[src/hw/fetch_defs.svh]
`ifndef FETCH_DEFS_SVH
`define FETCH_DEFS_SVH

// response words held in the prefetch FIFO
`define FIFO_DEPTH 4

// first fetch address out of reset
`define BOOT_ADDR 32'h0000_0080

`endif

[src/hw/fetch_pkg.sv]
`default_nettype none

package fetch_pkg;

  // one memory response word
  typedef struct packed {
    logic [31:0] rdata;
    logic        err;
  } bus_resp_t;

  // instruction as cut out of the word stream
  // upper half is zero for compressed entries
  typedef struct packed {
    logic [31:0] instr;
    logic [31:0] pc;
    logic        is_compressed;
    logic        bus_err;
  } aligned_t;

  // payload handed to decode
  typedef struct packed {
    logic [31:0] instr;
    logic [31:0] pc;
    logic        is_compressed;
    logic        illegal;
    logic        bus_err;
  } if_id_t;

endpackage

`default_nettype wire

[src/hw/isa_pkg.sv]
`default_nettype none

package isa_pkg;

  // RV32 major opcodes produced by the RVC expansion
  typedef enum logic [6:0] {
    OPCODE_LOAD   = 7'h03,
    OPCODE_OPIMM  = 7'h13,
    OPCODE_STORE  = 7'h23,
    OPCODE_OP     = 7'h33,
    OPCODE_LUI    = 7'h37,
    OPCODE_BRANCH = 7'h63,
    OPCODE_JALR   = 7'h67,
    OPCODE_JAL    = 7'h6f,
    OPCODE_SYSTEM = 7'h73
  } opcode_e;

  // fixed registers named by compressed forms
  localparam logic [4:0] REG_ZERO = 5'd0;
  localparam logic [4:0] REG_RA   = 5'd1;
  localparam logic [4:0] REG_SP   = 5'd2;

  // funct3 values
  localparam logic [2:0] F3_ADD = 3'b000;
  localparam logic [2:0] F3_SLL = 3'b001;
  localparam logic [2:0] F3_W   = 3'b010;
  localparam logic [2:0] F3_XOR = 3'b100;
  localparam logic [2:0] F3_SR  = 3'b101;
  localparam logic [2:0] F3_OR  = 3'b110;
  localparam logic [2:0] F3_AND = 3'b111;

  // ebreak, imm = 1 on the system opcode
  localparam logic [31:0] EBREAK_INSTR = {12'h001, 13'h0000, OPCODE_SYSTEM};

endpackage

`default_nettype wire

[src/hw/compressed_decoder.sv]
`timescale 1ns/1ps
`default_nettype none

module compressed_decoder import isa_pkg::*, fetch_pkg::*; (
  input  wire aligned_t aligned_i,
  output if_id_t        if_id_o
);

  logic [15:0] c;

  assign c = aligned_i.instr[15:0];

  ////////////////////////////////////////////////////////////////////////////
  // RVC expansion, illegal entries keep the raw word
  ////////////////////////////////////////////////////////////////////////////

  always_comb begin
    if_id_o.instr         = aligned_i.instr;
    if_id_o.pc            = aligned_i.pc;
    if_id_o.is_compressed = aligned_i.is_compressed;
    if_id_o.bus_err       = aligned_i.bus_err;
    if_id_o.illegal       = 1'b0;

    if (aligned_i.is_compressed) begin
      unique case (c[1:0])
        // quadrant 0
        2'b00: begin
          unique case (c[15:13])
            3'b000: begin
              // c.addi4spn, zero immediate is reserved
              if (c[12:5] == 8'h00) begin
                if_id_o.illegal = 1'b1;
              end else begin
                if_id_o.instr = {2'b00, c[10:7], c[12:11], c[5], c[6], 2'b00,
                                 REG_SP, F3_ADD, 2'b01, c[4:2], OPCODE_OPIMM};
              end
            end
            3'b010: begin
              // c.lw
              if_id_o.instr = {5'b0, c[5], c[12:10], c[6], 2'b00, 2'b01, c[9:7],
                               F3_W, 2'b01, c[4:2], OPCODE_LOAD};
            end
            3'b110: begin
              // c.sw
              if_id_o.instr = {5'b0, c[5], c[12], 2'b01, c[4:2], 2'b01, c[9:7],
                               F3_W, c[11:10], c[6], 2'b00, OPCODE_STORE};
            end
            // fp loads and stores, plus the reserved slot
            default: if_id_o.illegal = 1'b1;
          endcase
        end

        // quadrant 1
        2'b01: begin
          unique case (c[15:13])
            3'b000: begin
              // c.addi and c.nop
              if_id_o.instr = {{6{c[12]}}, c[12], c[6:2], c[11:7], F3_ADD, c[11:7],
                               OPCODE_OPIMM};
            end
            3'b001, 3'b101: begin
              // c.jal links x1, c.j links x0
              if_id_o.instr = {c[12], c[8], c[10:9], c[6], c[7], c[2], c[11], c[5:3],
                               {9{c[12]}}, 4'b0000, ~c[15], OPCODE_JAL};
            end
            3'b010: begin
              // c.li, rd x0 is a hint and expands the same way
              if_id_o.instr = {{6{c[12]}}, c[12], c[6:2], REG_ZERO, F3_ADD, c[11:7],
                               OPCODE_OPIMM};
            end
            3'b011: begin
              if ({c[12], c[6:2]} == 6'b0) begin
                if_id_o.illegal = 1'b1;
              end else if (c[11:7] == REG_SP) begin
                // c.addi16sp
                if_id_o.instr = {{3{c[12]}}, c[4:3], c[5], c[2], c[6], 4'b0000,
                                 REG_SP, F3_ADD, REG_SP, OPCODE_OPIMM};
              end else begin
                // c.lui
                if_id_o.instr = {{15{c[12]}}, c[6:2], c[11:7], OPCODE_LUI};
              end
            end
            3'b100: begin
              unique case (c[11:10])
                2'b00, 2'b01: begin
                  // c.srli / c.srai, shamt[5] set is reserved on rv32
                  if (c[12]) begin
                    if_id_o.illegal = 1'b1;
                  end else begin
                    if_id_o.instr = {1'b0, c[10], 5'b0, c[6:2], 2'b01, c[9:7], F3_SR,
                                     2'b01, c[9:7], OPCODE_OPIMM};
                  end
                end
                2'b10: begin
                  // c.andi
                  if_id_o.instr = {{6{c[12]}}, c[12], c[6:2], 2'b01, c[9:7], F3_AND,
                                   2'b01, c[9:7], OPCODE_OPIMM};
                end
                default: begin
                  if (c[12]) begin
                    // c.subw, c.addw and reserved
                    if_id_o.illegal = 1'b1;
                  end else begin
                    unique case (c[6:5])
                      2'b00: if_id_o.instr = {7'b0100000, 2'b01, c[4:2], 2'b01, c[9:7],
                                              F3_ADD, 2'b01, c[9:7], OPCODE_OP};
                      2'b01: if_id_o.instr = {7'b0, 2'b01, c[4:2], 2'b01, c[9:7],
                                              F3_XOR, 2'b01, c[9:7], OPCODE_OP};
                      2'b10: if_id_o.instr = {7'b0, 2'b01, c[4:2], 2'b01, c[9:7],
                                              F3_OR, 2'b01, c[9:7], OPCODE_OP};
                      default: if_id_o.instr = {7'b0, 2'b01, c[4:2], 2'b01, c[9:7],
                                                F3_AND, 2'b01, c[9:7], OPCODE_OP};
                    endcase
                  end
                end
              endcase
            end
            default: begin
              // c.beqz / c.bnez, c[13] picks the funct3
              if_id_o.instr = {{4{c[12]}}, c[6:5], c[2], REG_ZERO, 2'b01, c[9:7],
                               2'b00, c[13], c[11:10], c[4:3], c[12], OPCODE_BRANCH};
            end
          endcase
        end

        // quadrant 2
        2'b10: begin
          unique case (c[15:13])
            3'b000: begin
              // c.slli, hints with rd x0 or shamt 0 pass as slli
              if (c[12]) begin
                if_id_o.illegal = 1'b1;
              end else begin
                if_id_o.instr = {7'b0, c[6:2], c[11:7], F3_SLL, c[11:7], OPCODE_OPIMM};
              end
            end
            3'b010: begin
              // c.lwsp, rd x0 reserved
              if (c[11:7] == REG_ZERO) begin
                if_id_o.illegal = 1'b1;
              end else begin
                if_id_o.instr = {4'b0, c[3:2], c[12], c[6:4], 2'b00, REG_SP, F3_W,
                                 c[11:7], OPCODE_LOAD};
              end
            end
            3'b100: begin
              if (c[6:2] != 5'b0) begin
                // c.mv adds to x0, c.add adds to rd
                if_id_o.instr = {7'b0, c[6:2], c[12] ? c[11:7] : REG_ZERO, F3_ADD,
                                 c[11:7], OPCODE_OP};
              end else if (c[11:7] == REG_ZERO) begin
                // c.ebreak, or the reserved c.jr x0
                if (c[12]) begin
                  if_id_o.instr = EBREAK_INSTR;
                end else begin
                  if_id_o.illegal = 1'b1;
                end
              end else begin
                // c.jr / c.jalr
                if_id_o.instr = {12'h000, c[11:7], 3'b000, c[12] ? REG_RA : REG_ZERO,
                                 OPCODE_JALR};
              end
            end
            3'b110: begin
              // c.swsp
              if_id_o.instr = {4'b0, c[8:7], c[12], c[6:2], REG_SP, F3_W, c[11:9],
                               2'b00, OPCODE_STORE};
            end
            // fp stack loads and stores
            default: if_id_o.illegal = 1'b1;
          endcase
        end

        // not compressed, aligner never flags these
        default: if_id_o.instr = aligned_i.instr;
      endcase
    end
  end

endmodule

`default_nettype wire

[src/hw/if_stage.sv]
`timescale 1ns/1ps
`default_nettype none

module if_stage import fetch_pkg::*; (
  input  wire logic        clk_i,
  input  wire logic        rst_i,
  input  wire logic        resp_valid_i,
  input  wire bus_resp_t   resp_i,
  input  wire logic        jump_i,
  input  wire logic [31:0] jump_addr_i,
  input  wire logic        id_ready_i,
  output logic             space_o,
  output logic             instr_valid_o,
  output if_id_t           if_id_o
);

  logic      head_valid;
  bus_resp_t head;
  logic      pop;
  aligned_t  aligned;

  ////////////////////////////////////////////////////////////////////////////
  // response words, flushed on jump
  ////////////////////////////////////////////////////////////////////////////

  prefetch_fifo u_prefetch_fifo (
    .clk_i        (clk_i),
    .rst_i        (rst_i),
    .flush_i      (jump_i),
    .wr_i         (resp_valid_i),
    .wr_data_i    (resp_i),
    .pop_i        (pop),
    .head_valid_o (head_valid),
    .head_o       (head),
    .space_o      (space_o)
  );

  // cuts words into 16/32-bit instrs and owns the output register
  instr_aligner u_instr_aligner (
    .clk_i        (clk_i),
    .rst_i        (rst_i),
    .jump_i       (jump_i),
    .jump_addr_i  (jump_addr_i),
    .head_valid_i (head_valid),
    .head_i       (head),
    .ready_i      (id_ready_i),
    .pop_o        (pop),
    .out_valid_o  (instr_valid_o),
    .aligned_o    (aligned)
  );

  // expansion after the register, same cycle to decode
  compressed_decoder u_compressed_decoder (
    .aligned_i (aligned),
    .if_id_o   (if_id_o)
  );

endmodule

`default_nettype wire

[src/hw/instr_aligner.sv]
`timescale 1ns/1ps
`default_nettype none

`include "fetch_defs.svh"

module instr_aligner import fetch_pkg::*; (
  input  wire logic        clk_i,
  input  wire logic        rst_i,
  input  wire logic        jump_i,
  input  wire logic [31:0] jump_addr_i,
  input  wire logic        head_valid_i,
  input  wire bus_resp_t   head_i,
  input  wire logic        ready_i,
  output logic             pop_o,
  output logic             out_valid_o,
  output aligned_t         aligned_o
);

  logic [31:0] pc_q;
  logic        half_q;       // next instr starts in the upper half of the head
  logic        held_valid_q; // lower half of a straddling instr is parked
  logic [15:0] held_q;
  logic        held_err_q;
  logic        out_valid_q;
  aligned_t    out_q;

  logic [15:0] head_hw;
  logic        hw_is_comp;
  logic        avail;
  logic        stash;
  logic        load_en;
  logic        load;
  aligned_t    next_out;

  ////////////////////////////////////////////////////////////////////////////
  // length decode on the next half-word
  ////////////////////////////////////////////////////////////////////////////

  assign head_hw    = half_q ? head_i.rdata[31:16] : head_i.rdata[15:0];
  assign hw_is_comp = (head_hw[1:0] != 2'b11);

  // complete instr at hand: finishing a straddle, a compressed half, or a full word
  assign avail = head_valid_i && (held_valid_q || hw_is_comp || !half_q);
  // 32-bit instr begins in the upper half, park it and move on
  assign stash = head_valid_i && !held_valid_q && half_q && !hw_is_comp;

  // output register free or being drained this edge
  assign load_en = !out_valid_q || ready_i;
  assign load    = avail && load_en;

  // head word is done once its upper half has been used
  assign pop_o = !jump_i &&
                 (stash || (load && !held_valid_q && (half_q || !hw_is_comp)));

  always_comb begin
    next_out.pc = pc_q;
    if (held_valid_q) begin
      next_out.instr         = {head_i.rdata[15:0], held_q};
      next_out.is_compressed = 1'b0;
      next_out.bus_err       = held_err_q | head_i.err;
    end else if (hw_is_comp) begin
      next_out.instr         = {16'h0000, head_hw};
      next_out.is_compressed = 1'b1;
      next_out.bus_err       = head_i.err;
    end else begin
      // only reached with half_q low, so the whole word is the instr
      next_out.instr         = head_i.rdata;
      next_out.is_compressed = 1'b0;
      next_out.bus_err       = head_i.err;
    end
  end

  ////////////////////////////////////////////////////////////////////////////
  // state
  ////////////////////////////////////////////////////////////////////////////

  always_ff @(posedge clk_i) begin
    if (rst_i) begin
      pc_q         <= `BOOT_ADDR;
      half_q       <= 1'b0;
      held_valid_q <= 1'b0;
      out_valid_q  <= 1'b0;
    end else if (jump_i) begin
      // restart, bit 1 of the target skips the low half of the first word
      pc_q         <= jump_addr_i;
      half_q       <= jump_addr_i[1];
      held_valid_q <= 1'b0;
      out_valid_q  <= 1'b0;
    end else begin
      if (stash) begin
        held_valid_q <= 1'b1;
        half_q       <= 1'b0;
      end
      if (load_en) begin
        out_valid_q <= avail;
      end
      if (load) begin
        pc_q <= pc_q + (next_out.is_compressed ? 32'd2 : 32'd4);
        if (held_valid_q) begin
          // straddle done, rest of this word starts at its upper half
          held_valid_q <= 1'b0;
          half_q       <= 1'b1;
        end else if (hw_is_comp) begin
          half_q <= !half_q;
        end
      end
    end
  end

  // payload, qualified by out_valid_q
  always_ff @(posedge clk_i) begin
    if (stash) begin
      held_q     <= head_hw;
      held_err_q <= head_i.err;
    end
    if (load) begin
      out_q <= next_out;
    end
  end

  assign out_valid_o = out_valid_q;
  assign aligned_o   = out_q;

endmodule

`default_nettype wire

[src/hw/prefetch_fifo.sv]
`timescale 1ns/1ps
`default_nettype none

`include "fetch_defs.svh"

module prefetch_fifo import fetch_pkg::*; (
  input  wire logic      clk_i,
  input  wire logic      rst_i,
  input  wire logic      flush_i,
  input  wire logic      wr_i,
  input  wire bus_resp_t wr_data_i,
  input  wire logic      pop_i,
  output logic           head_valid_o,
  output bus_resp_t      head_o,
  output logic           space_o
);

  localparam int PTR_W = $clog2(`FIFO_DEPTH);
  localparam int CNT_W = PTR_W + 1;

  bus_resp_t            mem_q [`FIFO_DEPTH];
  logic [PTR_W-1:0]     rd_ptr_q;
  logic [PTR_W-1:0]     wr_ptr_q;
  logic [CNT_W-1:0]     count_q;
  logic                 do_pop;

  // pops on an empty buffer are ignored
  assign do_pop = pop_i && head_valid_o;

  assign head_valid_o = (count_q != '0);
  assign head_o       = mem_q[rd_ptr_q];
  assign space_o      = (count_q < CNT_W'(`FIFO_DEPTH));

  // storage, a write during flush lands in slot 0 of the new stream
  always_ff @(posedge clk_i) begin
    if (wr_i) begin
      mem_q[flush_i ? '0 : wr_ptr_q] <= wr_data_i;
    end
  end

  always_ff @(posedge clk_i) begin
    if (rst_i) begin
      rd_ptr_q <= '0;
      wr_ptr_q <= '0;
      count_q  <= '0;
    end else if (flush_i) begin
      // drop everything, keep only a same-cycle write
      rd_ptr_q <= '0;
      wr_ptr_q <= wr_i ? PTR_W'(1) : '0;
      count_q  <= wr_i ? CNT_W'(1) : '0;
    end else begin
      if (wr_i) begin
        wr_ptr_q <= (wr_ptr_q == PTR_W'(`FIFO_DEPTH - 1)) ? '0 : wr_ptr_q + 1'b1;
      end
      if (do_pop) begin
        rd_ptr_q <= (rd_ptr_q == PTR_W'(`FIFO_DEPTH - 1)) ? '0 : rd_ptr_q + 1'b1;
      end
      // write plus pop leaves the count alone
      if (wr_i && !do_pop) begin
        count_q <= count_q + 1'b1;
      end else if (!wr_i && do_pop) begin
        count_q <= count_q - 1'b1;
      end
    end
  end

endmodule

`default_nettype wire

[config.mk]
export PLATFORM = sky130hd
export DESIGN_NAME = if_stage
export DESIGN_NICKNAME = d
export VERILOG_FILES = /design/src/hw/fetch_pkg.sv /design/src/hw/isa_pkg.sv /design/src/hw/compressed_decoder.sv /design/src/hw/if_stage.sv /design/src/hw/instr_aligner.sv /design/src/hw/prefetch_fifo.sv
export VERILOG_INCLUDE_DIRS = /design/src /design/src/hw
export SDC_FILE = /design/constraint.sdc
export NUM_CORES = 1
export LEC_CHECK = 0
export BUFFER_PORTS_ARGS = -buffer_cell sky130_fd_sc_hd__buf_2
export CAP_MARGIN = 20
export CORE_MARGIN = 4
export CORE_UTILIZATION = 45
export DETAILED_ROUTE_END_ITERATION = 12
export PLACE_DENSITY = 0.66
export SLEW_MARGIN = 15
export SYNTH_ARGS = -nofsm -noshare
export SYNTH_HDL_FRONTEND = slang
export SYNTH_SLANG_ARGS = --single-unit
export TNS_END_PERCENT = 100
[constraint.sdc]
create_clock -name clk_i -period 5.6 [get_ports clk_i]
set_input_delay 0.28 -clock clk_i [delete_from_list [all_inputs] [get_ports clk_i]]
set_output_delay 0.28 -clock clk_i [all_outputs]
set_load 0.05 [all_outputs]
==> qor.txt <==
Status: completed
Total grt overflow: 0
Residual DRC: 0
Die width: 181 µm
Worst setup path class: register to output port
Global-route wire length before repair: 62500 µm
Mapped Cells: 1224
Hold crit path type: primary input to register
Total core area: 0.0296 mm²
Post-synthesis sequential area ratio: 54.4%
Clock root cell: clkbuf_16
Placed Instances: 1658
Initial DRC Count: 1195
DRT Pass-1 Iters: 6
Tot Pwr: 5470 µW
CP max FO: 15
Seq cells post-synth: 259
Total CTS buffers: 26
Area taken by multi-input logic gates: 0.00544 mm²
Synth async-reset ratio: 0%
DP HPWL: 27600 µm
Startpoint types: register
Dominant synthesized flop cell: edfxtp_1
Highest Clock Rate: 0.241 GHz
Cell area power density: 351 mW/mm²
Final #Nets: 1411
Setup Viol. Count Final: 0
RSZ-0062 raised after global routing: false
Peak supply drop: 261 µV
Reg area: 0.00734 mm²
Crit path capture type: output port
Drt wl/cell: 23.4 µm
Period utilization: 74.2%
Vias in the first global route: 10300
Final Max Slew Viols: 0
I/O Buffers: 138
IO Count: 139
Distinct cell type count after synthesis: 73
Setup WS pre-CTS: 1.59 ns
Max Cap Viol: 0
Worst Setup Slack, final: 1.44 ns
Synthesized net count: 1300
CP arrival: 3.88 ns
Slew @ Worst Pin: 1.07 ns
Total GRT Usage: 24.0%
Post-CTS Setup Inserts: 0
# fillers: 2656
CTS Hold Bufs: 38
Clock Latency Late Sink: 0.53 ns
H-tree Lvls: 1
Post-synth EDFFs: 215
Slew HR: 28.2%
Die Height: 181 µm
Synth Cell Area: 0.0135 mm²
Synthesis warning total: 0
DIE AREA: 0.0328 mm²
Post-DRT Antenna Nets: 0
Aggregate routed wire length: 40800 µm
Buffer depth of the longest clock path: 3
Static Leak: 0.00543 µW
Data required, critical path: 5.32 ns
Routability cong.: 1.03
Total number of vias: 10600
Row count: 63
CTS tree: done
Setup TNS: 0 ns
Clock transition at the registers of the reported paths: 0.06 ns
Mapped Avg Cell Area: 11.0 µm²
# clock sinks: 259
Largest net degree at the start of global routing: 73
Starting Density: 45.5%
Share of layout cells above drive strength 1: 21.6%
Worst Clk Skew: 0.0202 ns
Tmin final: 4.16 ns
Layout area overhead: 15.6%
Via/cell ratio: 6.06
Cts repair resizes: 0
Final hold vios: 0
Initial antenna violation count: 0
N_diodes: 0
Non-Filler Instances: 1745
==> critical path, stage by stage, from the launching register on <==
cell,delay [ns]
edfxtp_1,0.65
or4_1,0.78
nor2_1,0.83
a41oi_1,0.29
nand3_1,0.19
nor3_1,0.06
o21ai_1,0.23
buf_2,0.33
==> through the flow <==
stage               util, %  area (µm²)  hold slack [ns]
floorplan                 -       13500            0.379
global placement       48.3       14300            0.411
detailed placement     48.3       14300            0.419
CTS                    52.5       15600          0.00113
global route           52.6       15600           0.0143
finish                 52.6       15600           0.0115
==> area by class of cell <==
cell class,instances,share of cell area [%]
Tap cell,390,3.13
Clock buffer,31,4.30
Inverter,26,0.626
Clock inverter,17,1.28
Timing Repair Buffer,212,8.69
Multi-Input combinational cell,810,34.9
Sequential cell,259,47.1
==> cell families (layout without fill, tap and decap cells) <==
group	after synthesis	after routing	synth area share (%)
compound gates	339	339	16.2
mux	79	79	9.10
buf+inv	155	286	5.47
flops	259	259	54.4
simple gates	355	355	12.1
xor+xnor	31	31	2.01
fa+ha+maj	6	6	0.668
==> layer usage <==
metal / wire, µm / global-route usage, % / vias to the layer above
met1: 17500 / 34.4 / 5046
met3: 3690 / 4.75 / 105
met2: 18200 / 36.7 / 595
met5: 0 / 0 / -
met4: 1500 / 8.32 / 0
li1: - / - / 4833
==> where the power goes <==
part           leakage [µW]  internal [µW]  switching, µW
Sequential          0.00237           2230            139
Clock              0.000428           1040            697
Combinational       0.00263            386            977
Total               0.00543           3650           1810
==> worst paths after layout <==
path / from / to / slack, ns / cells after the start
min reg2reg: u_instr_aligner.pc_q[0] / u_instr_aligner.aligned_o[2] / 0.43 / 0
max: u_instr_aligner.aligned_o[41] / if_id_o[60] / 1.44 / 7
min: resp_i[31] / u_prefetch_fifo.mem_q[2][31] / 0.01 / 1
max reg2reg: register / u_instr_aligner.pc_q[31] / 1.63 / 12
==> layout by cell type (no fill, tap or decap), drive strengths merged, types with 8 or more instances in the layout <==
master | netlist | routed
a211oi | 34 | 34
a21oi | 74 | 74
a31oi | 19 | 19
and3 | 10 | 10
buf | 50 | 174
clkbuf | 79 | 31
clkinv | 1 | 13
dfxtp | 44 | 44
dlygate4sd3 | 0 | 38
edfxtp | 215 | 215
inv | 25 | 25
mux2 | 19 | 19
mux2i | 27 | 27
mux4 | 33 | 33
nand2 | 121 | 121
nand2b | 8 | 8
nand3 | 33 | 33
nand4 | 8 | 8
nor2 | 110 | 110
nor2b | 11 | 11
nor3 | 21 | 21
o211ai | 16 | 16
o21ai | 97 | 97
o221ai | 13 | 13
o31ai | 10 | 10
xor2 | 25 | 25
==> synth_stat cells (all sizes together), types with 4 or more instances <==
master | count | share of area, %
edfxtp | 215 | 48
nand2 | 121 | 3.4
nor2 | 110 | 3.1
o21ai | 97 | 3.6
clkbuf | 79 | 2.2
a21oi | 74 | 2.7
buf | 50 | 2.6
dfxtp | 44 | 6.5
a211oi | 34 | 1.9
mux4 | 33 | 5.5
nand3 | 33 | 1.3
mux2i | 27 | 2.0
inv | 25 | 0.70
xor2 | 25 | 1.6
nor3 | 21 | 0.82
a31oi | 19 | 0.88
mux2 | 19 | 1.6
o211ai | 16 | 0.89
o221ai | 13 | 0.84
nor2b | 11 | 0.51
and3 | 10 | 0.46
o31ai | 10 | 0.56
nand2b | 8 | 0.37
nand4 | 8 | 0.42
a21o | 6 | 0.33
nor4 | 6 | 0.39
o22ai | 6 | 0.28
o311ai | 6 | 0.39
or2 | 6 | 0.28
xnor2 | 6 | 0.39
a221oi | 5 | 0.32
and2 | 5 | 0.23
o2bb2ai | 5 | 0.32
a2111oi | 4 | 0.26
a22oi | 4 | 0.22
ha | 4 | 0.37
nor3b | 4 | 0.22
o21bai | 4 | 0.22
o32ai | 4 | 0.26
==> state kept, by name, summed over array words and instances (netlist names), named ones only <==
register and cells:
u_instr_aligner.half_q 1, u_instr_aligner.out_valid_o 1, u_instr_aligner.held_valid_q 1, u_prefetch_fifo.mem_q 132, u_instr_aligner.held_err_q 1, u_prefetch_fifo.wr_ptr_q 2, u_prefetch_fifo.count_q 3, u_instr_aligner.pc_q 32
u_prefetch_fifo.rd_ptr_q 2, u_instr_aligner.held_q 16, u_instr_aligner.aligned_o 66
Note: power is estimated with default switching activity, not from simulation.
